--- src/fp_div_pkg.sv ---
package fp_div_pkg;

    // binary32 layout
    localparam int FLEN       = 32;
    localparam int EXPO_WIDTH = 8;
    localparam int FRAC_WIDTH = 23;
    localparam int MANT_WIDTH = FRAC_WIDTH + 1;      // hidden bit included

    // biased exponent difference carries a sign and an overflow bit
    localparam int EXPO_DIFF_WIDTH = EXPO_WIDTH + 2;

    localparam logic [EXPO_DIFF_WIDTH-1:0] BIAS     = 127;
    localparam logic [EXPO_WIDTH-1:0]      EXPO_MAX = '1;   // inf / nan exponent

    // integer bit, fraction, guard and round
    localparam int QUOT_WIDTH    = FRAC_WIDTH + 3;
    localparam int DIV_CYCLES    = QUOT_WIDTH;
    localparam int DIV_CNT_WIDTH = $clog2(DIV_CYCLES);

    // positive quiet nan, top fraction bit only
    localparam logic [FLEN-1:0] CANONICAL_NAN = 32'h7fc0_0000;

    // exception flag word
    localparam int FLAG_WIDTH = 5;
    localparam int FLAG_NV    = 4;
    localparam int FLAG_DZ    = 3;
    localparam int FLAG_OF    = 2;
    localparam int FLAG_UF    = 1;
    localparam int FLAG_NX    = 0;

    typedef struct packed {
        logic                  sign;
        logic [EXPO_WIDTH-1:0] expo;
        logic [FRAC_WIDTH-1:0] frac;
    } fp32_fields_t;

    // same word, seen either as raw bits or as its fields
    typedef union packed {
        logic [FLEN-1:0] raw;
        fp32_fields_t    fields;
    } fp32_word_u;

endpackage

--- src/fp_div_round.sv ---
`timescale 1ns/1ps

module fp_div_round (
    input  logic                                    clk,
    input  logic                                    rst_n,
    input  logic                                    quot_valid,
    input  logic [fp_div_pkg::QUOT_WIDTH-1:0]       quotient,
    input  logic                                    sticky,
    input  logic                                    sign,
    input  logic [fp_div_pkg::EXPO_DIFF_WIDTH-1:0]  expo_diff,
    input  logic                                    special_valid,
    input  logic [fp_div_pkg::FLEN-1:0]             special_result,
    input  logic                                    invalid,
    input  logic                                    div_by_zero,
    output logic                                    done,
    output logic [fp_div_pkg::FLEN-1:0]             result,
    output logic [fp_div_pkg::FLAG_WIDTH-1:0]       fflags
);

    localparam int QW = fp_div_pkg::QUOT_WIDTH;
    localparam int MW = fp_div_pkg::MANT_WIDTH;
    localparam int EW = fp_div_pkg::EXPO_DIFF_WIDTH;

    logic [MW-1:0]  mant;
    logic [MW:0]    mant_rnd;
    logic [EW-1:0]  expo_norm, expo_final;
    logic           guard_bit, round_bit;
    logic           round_up, carry, inexact;
    logic           oflow, uflow;
    logic [fp_div_pkg::FRAC_WIDTH-1:0] frac;
    fp_div_pkg::fp32_word_u            packed_word;
    logic [fp_div_pkg::FLAG_WIDTH-1:0] flags;

    // quotient lies in (0.5, 2), so at most one left shift
    always_comb begin
        if (quotient[QW-1]) begin
            mant      = quotient[QW-1:2];
            guard_bit = quotient[1];
            round_bit = quotient[0];
            expo_norm = expo_diff;
        end else begin
            mant      = quotient[QW-2:1];
            guard_bit = quotient[0];
            round_bit = 1'b0;
            expo_norm = expo_diff - 1'b1;
        end
    end

    // nearest even
    assign inexact  = guard_bit | round_bit | sticky;
    assign round_up = guard_bit & (round_bit | sticky | mant[0]);
    assign mant_rnd = {1'b0, mant} + round_up;
    assign carry    = mant_rnd[MW];                   // 1.111.. rounded up to 10.000..
    assign frac     = carry ? mant_rnd[MW-1:1] : mant_rnd[MW-2:0];
    assign expo_final = expo_norm + carry;

    // two's complement exponent checks
    assign uflow = expo_final[EW-1] | (expo_final == '0);
    assign oflow = ~expo_final[EW-1] & (expo_final[EW-2:0] >= {1'b0, fp_div_pkg::EXPO_MAX});

    always_comb begin
        flags = '0;
        if (oflow) begin
            packed_word.fields = '{sign: sign, expo: fp_div_pkg::EXPO_MAX, frac: '0};
            flags[fp_div_pkg::FLAG_OF] = 1'b1;
            flags[fp_div_pkg::FLAG_NX] = 1'b1;
        end else if (uflow) begin
            packed_word.fields = '{sign: sign, expo: '0, frac: '0};   // flush to zero
            flags[fp_div_pkg::FLAG_UF] = 1'b1;
            flags[fp_div_pkg::FLAG_NX] = 1'b1;
        end else begin
            packed_word.fields = '{sign: sign,
                                   expo: expo_final[fp_div_pkg::EXPO_WIDTH-1:0],
                                   frac: frac};
            flags[fp_div_pkg::FLAG_NX] = inexact;
        end
    end

    always_ff @(posedge clk) begin
        if (!rst_n) begin
            done   <= 1'b0;
            result <= '0;
            fflags <= '0;
        end else begin
            done <= quot_valid | special_valid;
            if (special_valid) begin
                result <= special_result;
                fflags <= '0;
                fflags[fp_div_pkg::FLAG_NV] <= invalid;
                fflags[fp_div_pkg::FLAG_DZ] <= div_by_zero;
            end else if (quot_valid) begin
                result <= packed_word.raw;
                fflags <= flags;
            end
        end
    end

endmodule

--- src/fp_divider.sv ---
`timescale 1ns/1ps

module fp_divider (
    input  logic                                clk,
    input  logic                                rst_n,
    input  logic                                start,
    input  logic [fp_div_pkg::FLEN-1:0]         a,
    input  logic [fp_div_pkg::FLEN-1:0]         b,
    output logic                                busy,
    output logic                                done,
    output logic [fp_div_pkg::FLEN-1:0]         result,
    output logic [fp_div_pkg::FLAG_WIDTH-1:0]   fflags
);

    logic                                   accept;
    logic                                   dec_valid, special;
    logic                                   div_start, special_valid;
    logic [fp_div_pkg::FLEN-1:0]            special_result;
    logic                                   invalid, div_by_zero, sign;
    logic [fp_div_pkg::EXPO_DIFF_WIDTH-1:0] expo_diff;
    logic [fp_div_pkg::MANT_WIDTH-1:0]      dividend_mant, divisor_mant;
    logic [fp_div_pkg::QUOT_WIDTH-1:0]      quotient;
    logic                                   sticky, div_done;

    assign accept = start & ~busy;   // starts while busy are dropped

    always_ff @(posedge clk) begin
        if (!rst_n) begin
            busy <= 1'b0;
        end else if (done) begin
            busy <= 1'b0;
        end else if (accept) begin
            busy <= 1'b1;
        end
    end

    // special cases skip the divider
    assign div_start     = dec_valid & ~special;
    assign special_valid = dec_valid & special;

    fp_operand_decode u_decode (
        .clk            (clk),
        .rst_n          (rst_n),
        .start          (accept),
        .a              (a),
        .b              (b),
        .dec_valid      (dec_valid),
        .special        (special),
        .special_result (special_result),
        .invalid        (invalid),
        .div_by_zero    (div_by_zero),
        .sign           (sign),
        .expo_diff      (expo_diff),
        .dividend_mant  (dividend_mant),
        .divisor_mant   (divisor_mant)
    );

    mantissa_divider u_divider (
        .clk            (clk),
        .rst_n          (rst_n),
        .start          (div_start),
        .dividend_mant  (dividend_mant),
        .divisor_mant   (divisor_mant),
        .quotient       (quotient),
        .sticky         (sticky),
        .div_done       (div_done)
    );

    fp_div_round u_round (
        .clk            (clk),
        .rst_n          (rst_n),
        .quot_valid     (div_done),
        .quotient       (quotient),
        .sticky         (sticky),
        .sign           (sign),
        .expo_diff      (expo_diff),
        .special_valid  (special_valid),
        .special_result (special_result),
        .invalid        (invalid),
        .div_by_zero    (div_by_zero),
        .done           (done),
        .result         (result),
        .fflags         (fflags)
    );

endmodule

--- src/fp_operand_decode.sv ---
`timescale 1ns/1ps

module fp_operand_decode (
    input  logic                                    clk,
    input  logic                                    rst_n,
    input  logic                                    start,
    input  logic [fp_div_pkg::FLEN-1:0]             a,
    input  logic [fp_div_pkg::FLEN-1:0]             b,
    output logic                                    dec_valid,
    output logic                                    special,
    output logic [fp_div_pkg::FLEN-1:0]             special_result,
    output logic                                    invalid,
    output logic                                    div_by_zero,
    output logic                                    sign,
    output logic [fp_div_pkg::EXPO_DIFF_WIDTH-1:0]  expo_diff,
    output logic [fp_div_pkg::MANT_WIDTH-1:0]       dividend_mant,
    output logic [fp_div_pkg::MANT_WIDTH-1:0]       divisor_mant
);

    fp_div_pkg::fp32_word_u a_q, b_q;
    fp_div_pkg::fp32_word_u spec_word;
    logic start_q;
    logic a_zero, a_inf, a_nan, a_snan;
    logic b_zero, b_inf, b_nan, b_snan;
    logic is_invalid, is_dz, out_nan, out_inf, out_zero;
    logic res_sign;

    // operand capture at the accepted start
    always_ff @(posedge clk) begin
        if (start) begin
            a_q.raw <= a;
            b_q.raw <= b;
        end
    end

    always_ff @(posedge clk) begin
        if (!rst_n) begin
            start_q   <= 1'b0;
            dec_valid <= 1'b0;
        end else begin
            start_q   <= start;
            dec_valid <= start_q;
        end
    end

    // zero exponent means zero, subnormals are flushed
    assign a_zero = (a_q.fields.expo == '0);
    assign b_zero = (b_q.fields.expo == '0);
    assign a_inf  = (a_q.fields.expo == fp_div_pkg::EXPO_MAX) && (a_q.fields.frac == '0);
    assign b_inf  = (b_q.fields.expo == fp_div_pkg::EXPO_MAX) && (b_q.fields.frac == '0);
    assign a_nan  = (a_q.fields.expo == fp_div_pkg::EXPO_MAX) && (a_q.fields.frac != '0);
    assign b_nan  = (b_q.fields.expo == fp_div_pkg::EXPO_MAX) && (b_q.fields.frac != '0);
    assign a_snan = a_nan & ~a_q.fields.frac[fp_div_pkg::FRAC_WIDTH-1];  // quiet bit clear
    assign b_snan = b_nan & ~b_q.fields.frac[fp_div_pkg::FRAC_WIDTH-1];

    assign res_sign   = a_q.fields.sign ^ b_q.fields.sign;
    assign is_invalid = (a_zero & b_zero) | (a_inf & b_inf) | a_snan | b_snan;
    assign is_dz      = ~a_zero & ~a_inf & ~a_nan & b_zero;  // finite nonzero over zero
    assign out_nan    = is_invalid | a_nan | b_nan;
    assign out_inf    = ~out_nan & (b_zero | a_inf);
    assign out_zero   = ~out_nan & (a_zero | b_inf);

    always_comb begin
        if (out_nan) begin
            spec_word.raw = fp_div_pkg::CANONICAL_NAN;
        end else if (out_inf) begin
            spec_word.fields = '{sign: res_sign, expo: fp_div_pkg::EXPO_MAX, frac: '0};
        end else begin
            spec_word.fields = '{sign: res_sign, expo: '0, frac: '0};  // signed zero
        end
    end

    // held from dec_valid until the next start
    always_ff @(posedge clk) begin
        if (start_q) begin
            special        <= out_nan | out_inf | out_zero;
            special_result <= spec_word.raw;
            invalid        <= is_invalid;
            div_by_zero    <= is_dz;
            sign           <= res_sign;
            expo_diff      <= {2'b00, a_q.fields.expo} - {2'b00, b_q.fields.expo}
                              + fp_div_pkg::BIAS;
            dividend_mant  <= {1'b1, a_q.fields.frac};
            divisor_mant   <= {1'b1, b_q.fields.frac};
        end
    end

endmodule

--- src/mantissa_divider.sv ---
`timescale 1ns/1ps

module mantissa_divider (
    input  logic                                clk,
    input  logic                                rst_n,
    input  logic                                start,
    input  logic [fp_div_pkg::MANT_WIDTH-1:0]   dividend_mant,
    input  logic [fp_div_pkg::MANT_WIDTH-1:0]   divisor_mant,
    output logic [fp_div_pkg::QUOT_WIDTH-1:0]   quotient,
    output logic                                sticky,
    output logic                                div_done
);

    // partial remainder stays below twice the divisor
    logic [fp_div_pkg::MANT_WIDTH:0]     rem_q, rem_in, rem_next;
    logic [fp_div_pkg::MANT_WIDTH-1:0]   divisor_q, div_in;
    logic [fp_div_pkg::MANT_WIDTH+1:0]   diff;
    logic [fp_div_pkg::DIV_CNT_WIDTH-1:0] cnt;
    logic                                running;
    logic                                q_bit;

    // first bit is taken on the load edge itself
    assign rem_in = start ? {1'b0, dividend_mant} : rem_q;
    assign div_in = start ? divisor_mant : divisor_q;

    assign diff     = {1'b0, rem_in} - {2'b00, div_in};
    assign q_bit    = ~diff[fp_div_pkg::MANT_WIDTH+1];        // no borrow
    assign rem_next = q_bit ? diff[fp_div_pkg::MANT_WIDTH:0] : rem_in;

    always_ff @(posedge clk) begin
        if (!rst_n) begin
            running  <= 1'b0;
            cnt      <= '0;
            div_done <= 1'b0;
        end else begin
            div_done <= 1'b0;
            if (start) begin
                running <= 1'b1;
                cnt     <= fp_div_pkg::DIV_CNT_WIDTH'(fp_div_pkg::DIV_CYCLES - 1);
            end else if (running) begin
                cnt <= cnt - 1'b1;
                if (cnt == 1) begin
                    running  <= 1'b0;   // last quotient bit this edge
                    div_done <= 1'b1;
                end
            end
        end
    end

    // datapath
    always_ff @(posedge clk) begin
        if (start) begin
            divisor_q <= divisor_mant;
            quotient  <= {{(fp_div_pkg::QUOT_WIDTH-1){1'b0}}, q_bit};
            rem_q     <= {rem_next[fp_div_pkg::MANT_WIDTH-1:0], 1'b0};
        end else if (running) begin
            quotient <= {quotient[fp_div_pkg::QUOT_WIDTH-2:0], q_bit};
            rem_q    <= {rem_next[fp_div_pkg::MANT_WIDTH-1:0], 1'b0};
        end
    end

    // anything left over means the quotient is inexact
    assign sticky = |rem_q;

endmodule
--- config.mk ---
export PLATFORM = sky130hd
export DESIGN_NAME = fp_divider
export DESIGN_NICKNAME = d
export VERILOG_FILES = /design/src/fp_div_pkg.sv /design/src/fp_div_round.sv /design/src/fp_divider.sv /design/src/fp_operand_decode.sv /design/src/mantissa_divider.sv
export SDC_FILE = /design/constraint.sdc
export NUM_CORES = 1
export LEC_CHECK = 0
export ABC_AREA = 1
export BUFFER_PORTS_ARGS = -buffer_cell sky130_fd_sc_hd__buf_2
export CAP_MARGIN = 20
export CELL_PAD_IN_SITES_DETAIL_PLACEMENT = 1
export CELL_PAD_IN_SITES_GLOBAL_PLACEMENT = 1
export CORE_MARGIN = 4
export CORE_UTILIZATION = 46
export CTS_CLUSTER_SIZE = 8
export DETAILED_ROUTE_END_ITERATION = 8
export PLACE_DENSITY = 0.77
export SLEW_MARGIN = 0
export SYNTH_ARGS = -nofsm -noshare
export SYNTH_HDL_FRONTEND = slang
export SYNTH_SLANG_ARGS = --single-unit
export TNS_END_PERCENT = 30
--- constraint.sdc ---
create_clock -name clk -period 4.6 [get_ports clk]
set_clock_uncertainty 0.2 [all_clocks]
set_input_delay 0.23 -clock clk [delete_from_list [all_inputs] [get_ports clk]]
set_output_delay 0.23 -clock clk [all_outputs]
set_load 0.02 [all_outputs]
After elaboration in Yosys (flattened, before gate mapping)
Index checks and enable logic that the tools add are counted.

cells by class
  add/subtract/negate cells = 7
  magnitude comparators = 1
  equality and inequality tests = 3
  mux-type cells = 30
  bitwise gates (word level) = 42
  reduce and logical (&&, ||, !) cells = 18

operators with widths
  operator               number
  $mux 31                3
  $mux 25                3
  $mux 24                3
  $mux 32                2
  $logic_not 23->1       2
  $reduce_bool 23->1     2
  $sub 25x24->26         1
  $add 24x1->25          1
  $reduce_or 24->1       1
  $mux 23                1
  $mux 5                 4
  $eq 8x8->1 const B     2
  $logic_not 8->1        2
  $or 1x1->1             15
  $and 1x1->1            14
  $mux 1                 13
  $not 1->1              12
  $add 10x1->10          1
  $add 10x7->10 const B  1
  $logic_not 10->1       1
  $mux 10                1
  $sub 10x1->10 const B  1
  $ge 9x8->1 const B     1
  $sub 8x8->9            1
  7 further kinds        13

word-level totals
  register bits after elaboration = 278
  output and inout port bits = 39
  word-level logic and storage cells = 126

Logic depth before layout (Yosys ltp)
Gate-level depths: netlist of the first run.

  depth after elaboration = 12
  depth in mapped cells = 30
  mapped depth without buffers = 29

By module
A second synthesis of the first run with hierarchy kept.

second synthesis, totals
  cells, all modules = 1,686
  area total of the unflattened synthesis = 13,649.3 um2

by module, submodules not included
  module             times used  cells each  area an instance (um2)  sequential area each (um2)
  mantissa_divider   1           800         5,247.5                 1,871.8
  fp_operand_decode  1           343         5,032.3                 3,853.7
  fp_div_round       1           532         3,311.9                 760.7
  fp_divider         1           11          57.6                    20.0

Worst setup path after synthesis of the first run
No wires, ideal clock.

  kind = flip-flop to flip-flop
  from = register busy
  to = register u_decode.a_q[0] (netlist bit) (enable)
  data arrival time = 3.103 ns
  data required time = 3.912 ns
  slack = 0.809 ns
  cell stages (with the launch flop) = 2
  buffers on the path = 0
  cell sequence = dfxtp_1 -> nor2_1

on the way
  word-level cells in the longest chain between the ends = 2

RTL lines
  what                    line                     text
  start, declared         fp_divider.sv:9          output logic busy,
  start signal, assigned  fp_divider.sv:29         busy <= 1'b0;
  start signal, assigned  fp_divider.sv:31         busy <= 1'b0;
  start signal, assigned  fp_divider.sv:33         busy <= 1'b1;
  $not 1->1               fp_divider.sv:25         assign accept = start & ~busy;
  $and 1x1->1             fp_divider.sv:25
  named net accept        fp_divider.sv:15         logic accept;
  end, declared           fp_operand_decode.sv:20  fp_div_pkg::fp32_word_u a_q, b_q;

The timed path passes the listed nets, and every way through them passes these cells.
A chain may end at the register's enable or synchronous reset.

Final worst setup path of the first run
  from = register u_divider.quotient[25] (netlist bit)
  to = register u_round.result[4] (netlist bit)

on the way
  word-level cells in the longest chain between the ends = 12
  elaborated cells between the ends (all ways) = 19

RTL lines
  what                                                                   line                    text
  start, declared                                                        mantissa_divider.sv:9   output logic [fp_div_pkg::QUOT_WIDTH-1:0] quotient,
  start signal, assigned                                                 mantissa_divider.sv:54  quotient <= {{(fp_div_pkg::QUOT_WIDTH-1){1'b0}}, q_bit};
  start signal, assigned                                                 mantissa_divider.sv:57  quotient <= {quotient[fp_div_pkg::QUOT_WIDTH-2:0], q_bit};
  parallel branches: the longest is 9 deep, another holds $add 24x1->25  n/a
  $mux 31 *                                                              fp_div_round.sv:63      if (oflow) begin
  $mux 32 *                                                              fp_div_round.sv:91      end else if (quot_valid) begin
  $mux 32 *                                                              fp_div_round.sv:86      if (special_valid) begin
  end signal, assigned                                                   fp_div_round.sv:87      result <= special_result;
  end signal, assigned                                                   fp_div_round.sv:92      result <= packed_word.raw;
  end, declared                                                          fp_div_round.sv:16      output logic [fp_div_pkg::FLEN-1:0] result,

Mark *: on every way between the ends. The select of a mux whose other input is x is not followed.

==> results.yml, run 1 <==
power:
  p_leak_uw: 0.00649
  ir_drop_mv: 0.416
  power_uw: 7100
  powerDensity_mw_per_mm2: 465
global_routing:
  grt_pass1_wl_um: 61800
  antenna_found_initial: 1
  grt_max_degree: 65
  first_global_vias: 11700
  grt_use_total_pct: 25.2
  grt-ovfl-total: 0
clocking:
  root_buffer: "clkbuf_16"
  clk_latency_ns: 0.53
  cts_tree: "done"
  cts_sinks: 249
  cts.path.max_buffers: 3
  cts_setup_buffers: 0
  cts.htree.levels: 2
  cts_buffers: 37
  cts.clk_slew.worst_paths_ns: 0.05
synthesis:
  syn_nets: 1552
  synth_area_mm2: 0.0126
  synth_top_area_share_pct: 36.1
  syn-instance-count: 1444
  yosys_warnings: 0
  synth_top_area_cell: "edfxtp_1"
  ys_ff_latch: 249
  yosysSeqAreaShare_pct: 51.5
  avgSynthCellArea_um2: 8.75
  synth_edf_count: 152
  yosys_most_used_dff: "edfxtp_1"
  synth_cell_types: 55
  netlist_top_cells_area: "edfxtp_1 36%, dfxtp_1 15%, nand2_1 8.4%"
  async_flop_share_pct: 0
run_status:
  outcome: "finished, final reports clean"
place:
  pre_cts_slack_ns: 0.487
  hpwl_um: 25000
  portBuffers: 105
  gp_congestion: 0.889
floorplanning:
  die-area_mm2: 0.0302
  coreArea_mm2: 0.0270
  rows: 60
  die_y_um: 174
  ios: 106
  dieWidth_um: 174
  start_util_pct: 46.8
critical_path:
  max_stage_delay_ns: 0.45
  cp.arrival_ns: 4.28
  cp_slowest_cell: "dfxtp_4"
  crit_top_cell: "nand2_1"
  cp-start-kind: "register"
  end_kind: "register"
  crit_required_ns: 4.84
  path_cells: "buf_4, o21ai_1, nor2_2, inv_2, nor2_4, nand3_1, nor3_1, nand3_1, nor2_1, ha_1, ha_1, nand2_1, nor2_2, nand2_1, nor2_2, nand2_1, nand2_1, nand2_2, inv_2, nor2_4, nor2_8, nand4_1, a21oi_1"
  critPathKind: "reg -> reg"
  critPathMaxFanout: 28
  reg2reg_depth: 23
detailed_routing:
  first_iter_violations: 535
  vias_per_cell: 5.41
  drc: 0
  drt_wl_total_um: 38200
  ant_nets: 0
  wire_per_inst_um: 19.2
  drt_pre_antenna_iters: 5
  via_count: 10800
sta:
  report.final.slew_viol_count: 0
  period_minus_slack_ns: 4.05
  rsz0062_at_grt: "no"
  setup_viol: 0
  max_freq_mhz: 247
  hold_violations: 0
  slew_headroom_pct: 31.5
  finalCritPeriodShare_pct: 88.0
  worstMarginPinSlew_ns: 1.02
  tns_ns: 0
  fin_ws_ns: 0.552
layout:
  fillerInstances: 3149
  regArea_mm2: 0.00651
  diodes: 0
  area_growth_pct: 20.9
  mostFrequentLayoutCells: "283 x nand2_1, 183 x inv_1, 152 x edfxtp_1"
  multi_input_area_mm2: 0.00519
  drive_gt1_share_pct: 15.1
  fin_nets: 1737
  layout_commonest_cell: "nand2_1"
run:
  max_cap_viol_count: 0
min_path:
  hold_path_class: "in -> reg"
  worstHoldPathCells: 2
## synthesized netlist by cell type (3+ instances only)
| cell | instances |
|---|---|
| nor2_4 | 5 |
| ha_1 | 39 |
| nand2_4 | 3 |
| buf_2 | 3 |
| o21ai_0 | 107 |
| nand2_1 | 283 |
| clkinv_1 | 3 |
| buf_6 | 8 |
| xor2_1 | 26 |
| o21bai_1 | 7 |
| nand2_2 | 10 |
| nand4_1 | 44 |
| nor2_1 | 108 |
| and2_1 | 21 |
| o21ai_2 | 3 |
| or2_2 | 28 |
| a31oi_1 | 8 |
| clkbuf_1 | 27 |
| o21ai_1 | 15 |
| dfxtp_1 | 97 |
| nor2_2 | 15 |
| a21o_1 | 3 |
| edfxtp_1 | 152 |
| nor3_1 | 14 |
| nand3_1 | 50 |
| inv_1 | 183 |
| nand3b_1 | 4 |
| a21oi_1 | 107 |
| xnor2_1 | 13 |
| nor4_1 | 18 |
| inv_2 | 11 |
## per-layer routing
layer	track usage, %	part of all wire (%)
met1	31.2	43
met2	45.3	50
met3	3.51	3.6
met4	8.25	3.0
met5	0	0
## state kept, by name (all words and copies together) (netlist names), 3 cells and up
signal                   flops
u_round.fflags               5
u_decode.special_result      3
u_divider.divisor_q         24
u_decode.expo_diff          10
u_divider.cnt                5
u_divider.rem_q             24
u_decode.dividend_mant      23
u_decode.divisor_mant       23
u_divider.quotient          26
u_decode.b_q                32
u_decode.a_q                32
u_round.result              32
## timing repair
item                                    4_1_cts  5_1_grt
endpoints found under the setup margin        0       15
hold buffers                                 66        0
gates resized for setup                       0        1
hold endpoints to repair                     75        0
## kinds of logic after synthesis
| kind of cell | synth area share, % |
|---|---|
| AND/OR/NAND/NOR | 22.7 |
| AO/OA/AOI/OAI | 11.3 |
| flip-flops | 51.5 |
| buffers and inverters | 7.57 |
| adder cells (fa/ha/maj) | 4.18 |
| XOR/XNOR | 2.70 |
| multiplexers | 0.0792 |
## where the power goes
part | switching [µW] | leakage (µW) | total, µW | internal, µW
sequential | 137 | 0.00223 | 2760 | 2620
combinational | 1140 | 0.00374 | 1750 | 614
clock | 1020 | 0.000524 | 2590 | 1570
## path summary, 6_finish.rpt
path | slack, ns | start | end
worst max-delay path | 0.55 | u_divider.quotient[25] | u_round.result[4]
worst min register to register | 0.23 | u_divider.divisor_q[23] | u_divider.divisor_q[23]
worst min-delay path | 0.21 | b[2] | u_decode.b_q[2]
worst max register to register | 0.55 | u_divider.quotient[25] | u_round.result[4]
## cell type report
class,instances,area share (%)
inverters,198,4.88
repair buffers,185,8.58
flip-flops and latches,249,42.6
well taps,341,2.79
multi-input cells,958,34.0
clock buffers,61,6.92
clock inverters,2,0.237
## critical path, delay by kind of cell (launching register included)
kind                       cells  cell delay, ns
AOI/OAI and AO/OA              2            0.30
adders and majority gates      2            0.39
buffers and inverters          3            0.47
DFF                            1            0.45
and+or+nand+nor               16            2.14
## stage by stage
| step | instances | util (%) | instance area (µm²) | hold WS, ns |
|---|---|---|---|---|
| 3_5_place_dp | 1864 | 49.9 | 13500 | 0.208 |
| 2_1_floorplan | 1444 | - | 12600 | 0.129 |
| 5_1_grt | 1994 | 56.5 | 15300 | 0.211 |
| 4_1_cts | 1993 | 56.4 | 15200 | 0.199 |
| 6_report | 1994 | 56.5 | 15300 | 0.210 |
| 3_3_place_gp | 1864 | 49.9 | 13500 | 0.207 |
Note: power is estimated with default switching activity, not from simulation.
==> inputs of run 2 (changes only) <==
- ABC_AREA: 1 -> not set
- CAP_MARGIN: 20 -> not set
- CORE_UTILIZATION: 46 -> 48
- HOLD_SLACK_MARGIN: not set -> 0.06
==> results.yml, run 2 <==
run_status:
  outcome: "finished, final reports clean"
synthesis:
  avgSynthCellArea_um2: 10.7
  synth_xor_area_share_pct: 3.98
  async_flop_share_pct: 0
  ys_ff_latch: 249
  yosysMostFrequentCell: "edfxtp_1"
  synth_area_mm2: 0.0121
  synth-compound-area-share_pct: 12.7
  syn-instance-count: 1131
  synth_edf_count: 152
  synth_top_area_share_pct: 37.7
  syn_nets: 1239
  synth_common_cells: "152 x edfxtp_1, 136 x nand2_1, 97 x dfxtp_1, 81 x nor2_1, 75 x a21oi_1"
  synth_top_area_cell: "edfxtp_1"
  synthMuxAreaShare_pct: 6.15
  netlist_top_cells_area: "edfxtp_1 38%, dfxtp_1 16%, mux2i_1 5.1%"
  yosys_warnings: 0
  synth_fa_ha_area_share_pct: 4.36
  synth_top_family_by_area: "simple AND/OR/NAND/NOR gates"
  synth_cell_types: 73
  yosys_most_used_dff: "edfxtp_1"
  yosysSeqAreaShare_pct: 53.7
  synthSimpleGateAreaFrac_pct: 15.6
clocking:
  cts.htree.levels: 2
  cts.clk_slew.worst_paths_ns: 0.06
  cts_tree: "done"
  cts.path.max_buffers: 3
  cts_buffers: 37
  clk_latency_ns: 0.52
  cts_sinks: 249
  root_buffer: "clkbuf_16"
place:
  gp_congestion: 0.891
  portBuffers: 105
  pre_cts_slack_ns: -0.219
  hpwl_um: 22200
floorplanning:
  rows: 57
  die_y_um: 167
  ios: 106
  start_util_pct: 49.3
  coreArea_mm2: 0.0245
  dieWidth_um: 167
  die-area_mm2: 0.0278
layout:
  reg_top3: "u_decode.a_q (32), u_decode.b_q (32), u_round.result (32)"
  layout_commonest_cell: "edfxtp_1"
  area_growth_pct: 22.7
  drive_gt1_share_pct: 16.3
  fin_nets: 1427
  fillerInstances: 2628
  multi_input_area_mm2: 0.00525
  regArea_mm2: 0.00651
  mostFrequentLayoutCells: "152 x edfxtp_1, 136 x nand2_1, 105 x buf_2"
detailed_routing:
  drc: 0
  wire_per_inst_um: 19.5
  drt_wl_total_um: 32600
  via_count: 9395
  vias_per_cell: 5.63
  first_iter_violations: 546
  drt_pre_antenna_iters: 5
  ant_nets: 0
critical_path:
  crit_required_ns: 4.79
  cp.arrival_ns: 4.55
  cp-start-kind: "register"
  critPathMaxFanout: 12
  critPathKind: "reg -> reg"
  reg2reg_depth: 16
  end_kind: "register"
sta:
  fin_ws_ns: 0.241
  setup_viol: 0
  rsz0062_at_grt: "yes"
  report.final.slew_viol_count: 0
  tns_ns: 0
  whs_ns: 0.220
  slew_headroom_pct: 33.3
  period_minus_slack_ns: 4.36
  hold_violations: 0
  worstMarginPinSlew_ns: 0.991
  finalCritPeriodShare_pct: 94.8
  max_freq_mhz: 229
global_routing:
  grt_util_met2_pct: 39.2
  grt_pass1_wl_um: 52800
  grt_max_degree: 44
  grt_use_met1_pct: 30.1
  first_global_vias: 9916
  grt-ovfl-total: 0
  grt_use_total_pct: 23.1
  met3_usage_pct: 4.79
  busiest_layer: "met2"
  antenna_found_initial: 2
power:
  ir_drop_mv: 0.331
  p_leak_uw: 0.00575
  powerDensity_mw_per_mm2: 418
  power_uw: 6210
min_path:
  worstHoldPathCells: 2
  hold_path_class: "in -> reg"
run:
  max_cap_viol_count: 0
[run 2: cell count changes in the layout (fill, tap and decap cells not counted), moves of 19 or more]
cell,change
a21oi_1,-32
inv_1,-130
mux2i_1,+61
nand2_1,-147
nand4_1,-31
nor2_1,-24
o21ai_0,-72
or2_2,-19
xnor2_1,+21
[run 2: worst max-delay path, cell delays in order, from the launching register on]
cell and delay, ns:
dfxtp_1 0.39, inv_1 0.10, o21ai_0 0.24, ha_2 0.26
nand3_2 0.13, a2111oi_4 0.36, nand4_1 0.21, nor3_4 0.27
ha_2 0.26, ha_1 0.19, nor2b_2 0.26, nand3_1 0.21
a211oi_2 0.42, buf_4 0.22, nor4b_2 0.05, buf_4 0.21
a32o_1 0.24
[run 2: cell families after synthesis]
kind of cell | count (synthesis)
multiplexers | 72
XOR/XNOR | 55
buffers and inverters | 104
AND/OR/NAND/NOR | 381
AO/OA/AOI/OAI | 229
adder cells (fa/ha/maj) | 41
flip-flops | 249
[run 2: layer usage]
metal	vias to the layer above	share of wire, %
li1	4519	-
met1	4603	44
met2	208	48
met3	63	5.0
met4	2	2.2
met5	-	0.040
[run 2: where the power goes]
part	internal, µW	switching [µW]	total [µW]
clock	1500	983	2490
sequential	2560	78.8	2640
combinational	465	617	1080
[run 2: final cells by class]
| class | instances | share of cell area, % |
|---|---|---|
| Clock inverter | 4 | 0.337 |
| Multi-Input combinational cell | 778 | 35.3 |
| Clock buffer | 60 | 6.81 |
| Antenna cell | 1 | 0.0168 |
| Inverter | 54 | 1.36 |
| Timing Repair Buffer | 199 | 9.57 |
| Tap cell | 324 | 2.73 |
| Sequential cell | 249 | 43.8 |
[run 2: metrics by stage]
| step | utilization, % | std cells | cell area, µm² |
|---|---|---|---|
| floorplan | - | 1131 | 12100 |
| CTS | 60.4 | 1667 | 14800 |
| finish | 60.5 | 1669 | 14900 |
| global placement | 53.4 | 1537 | 13100 |
| global route | 60.5 | 1669 | 14900 |
| detailed placement | 53.4 | 1537 | 13100 |
[run 2: repair_timing]
action                                 CTS  global route
pin swaps                                0             1
setup buffers                            0             1
setup endpoints to repair               11            35
endpoints found under the hold margin   96             0
gates resized for setup                  1             2
hold buffers                            66             0
[run 2: worst paths after layout]
kind | from | to | slack [ns]
worst min register to register | u_decode.b_q[13] | u_decode.divisor_mant[13] | 0.25
worst min-delay path | b[12] | u_decode.b_q[12] | 0.22
worst max-delay path | u_divider.quotient[2] | u_round.result[18] | 0.24
worst max register to register | u_divider.quotient[2] | u_round.result[18] | 0.24
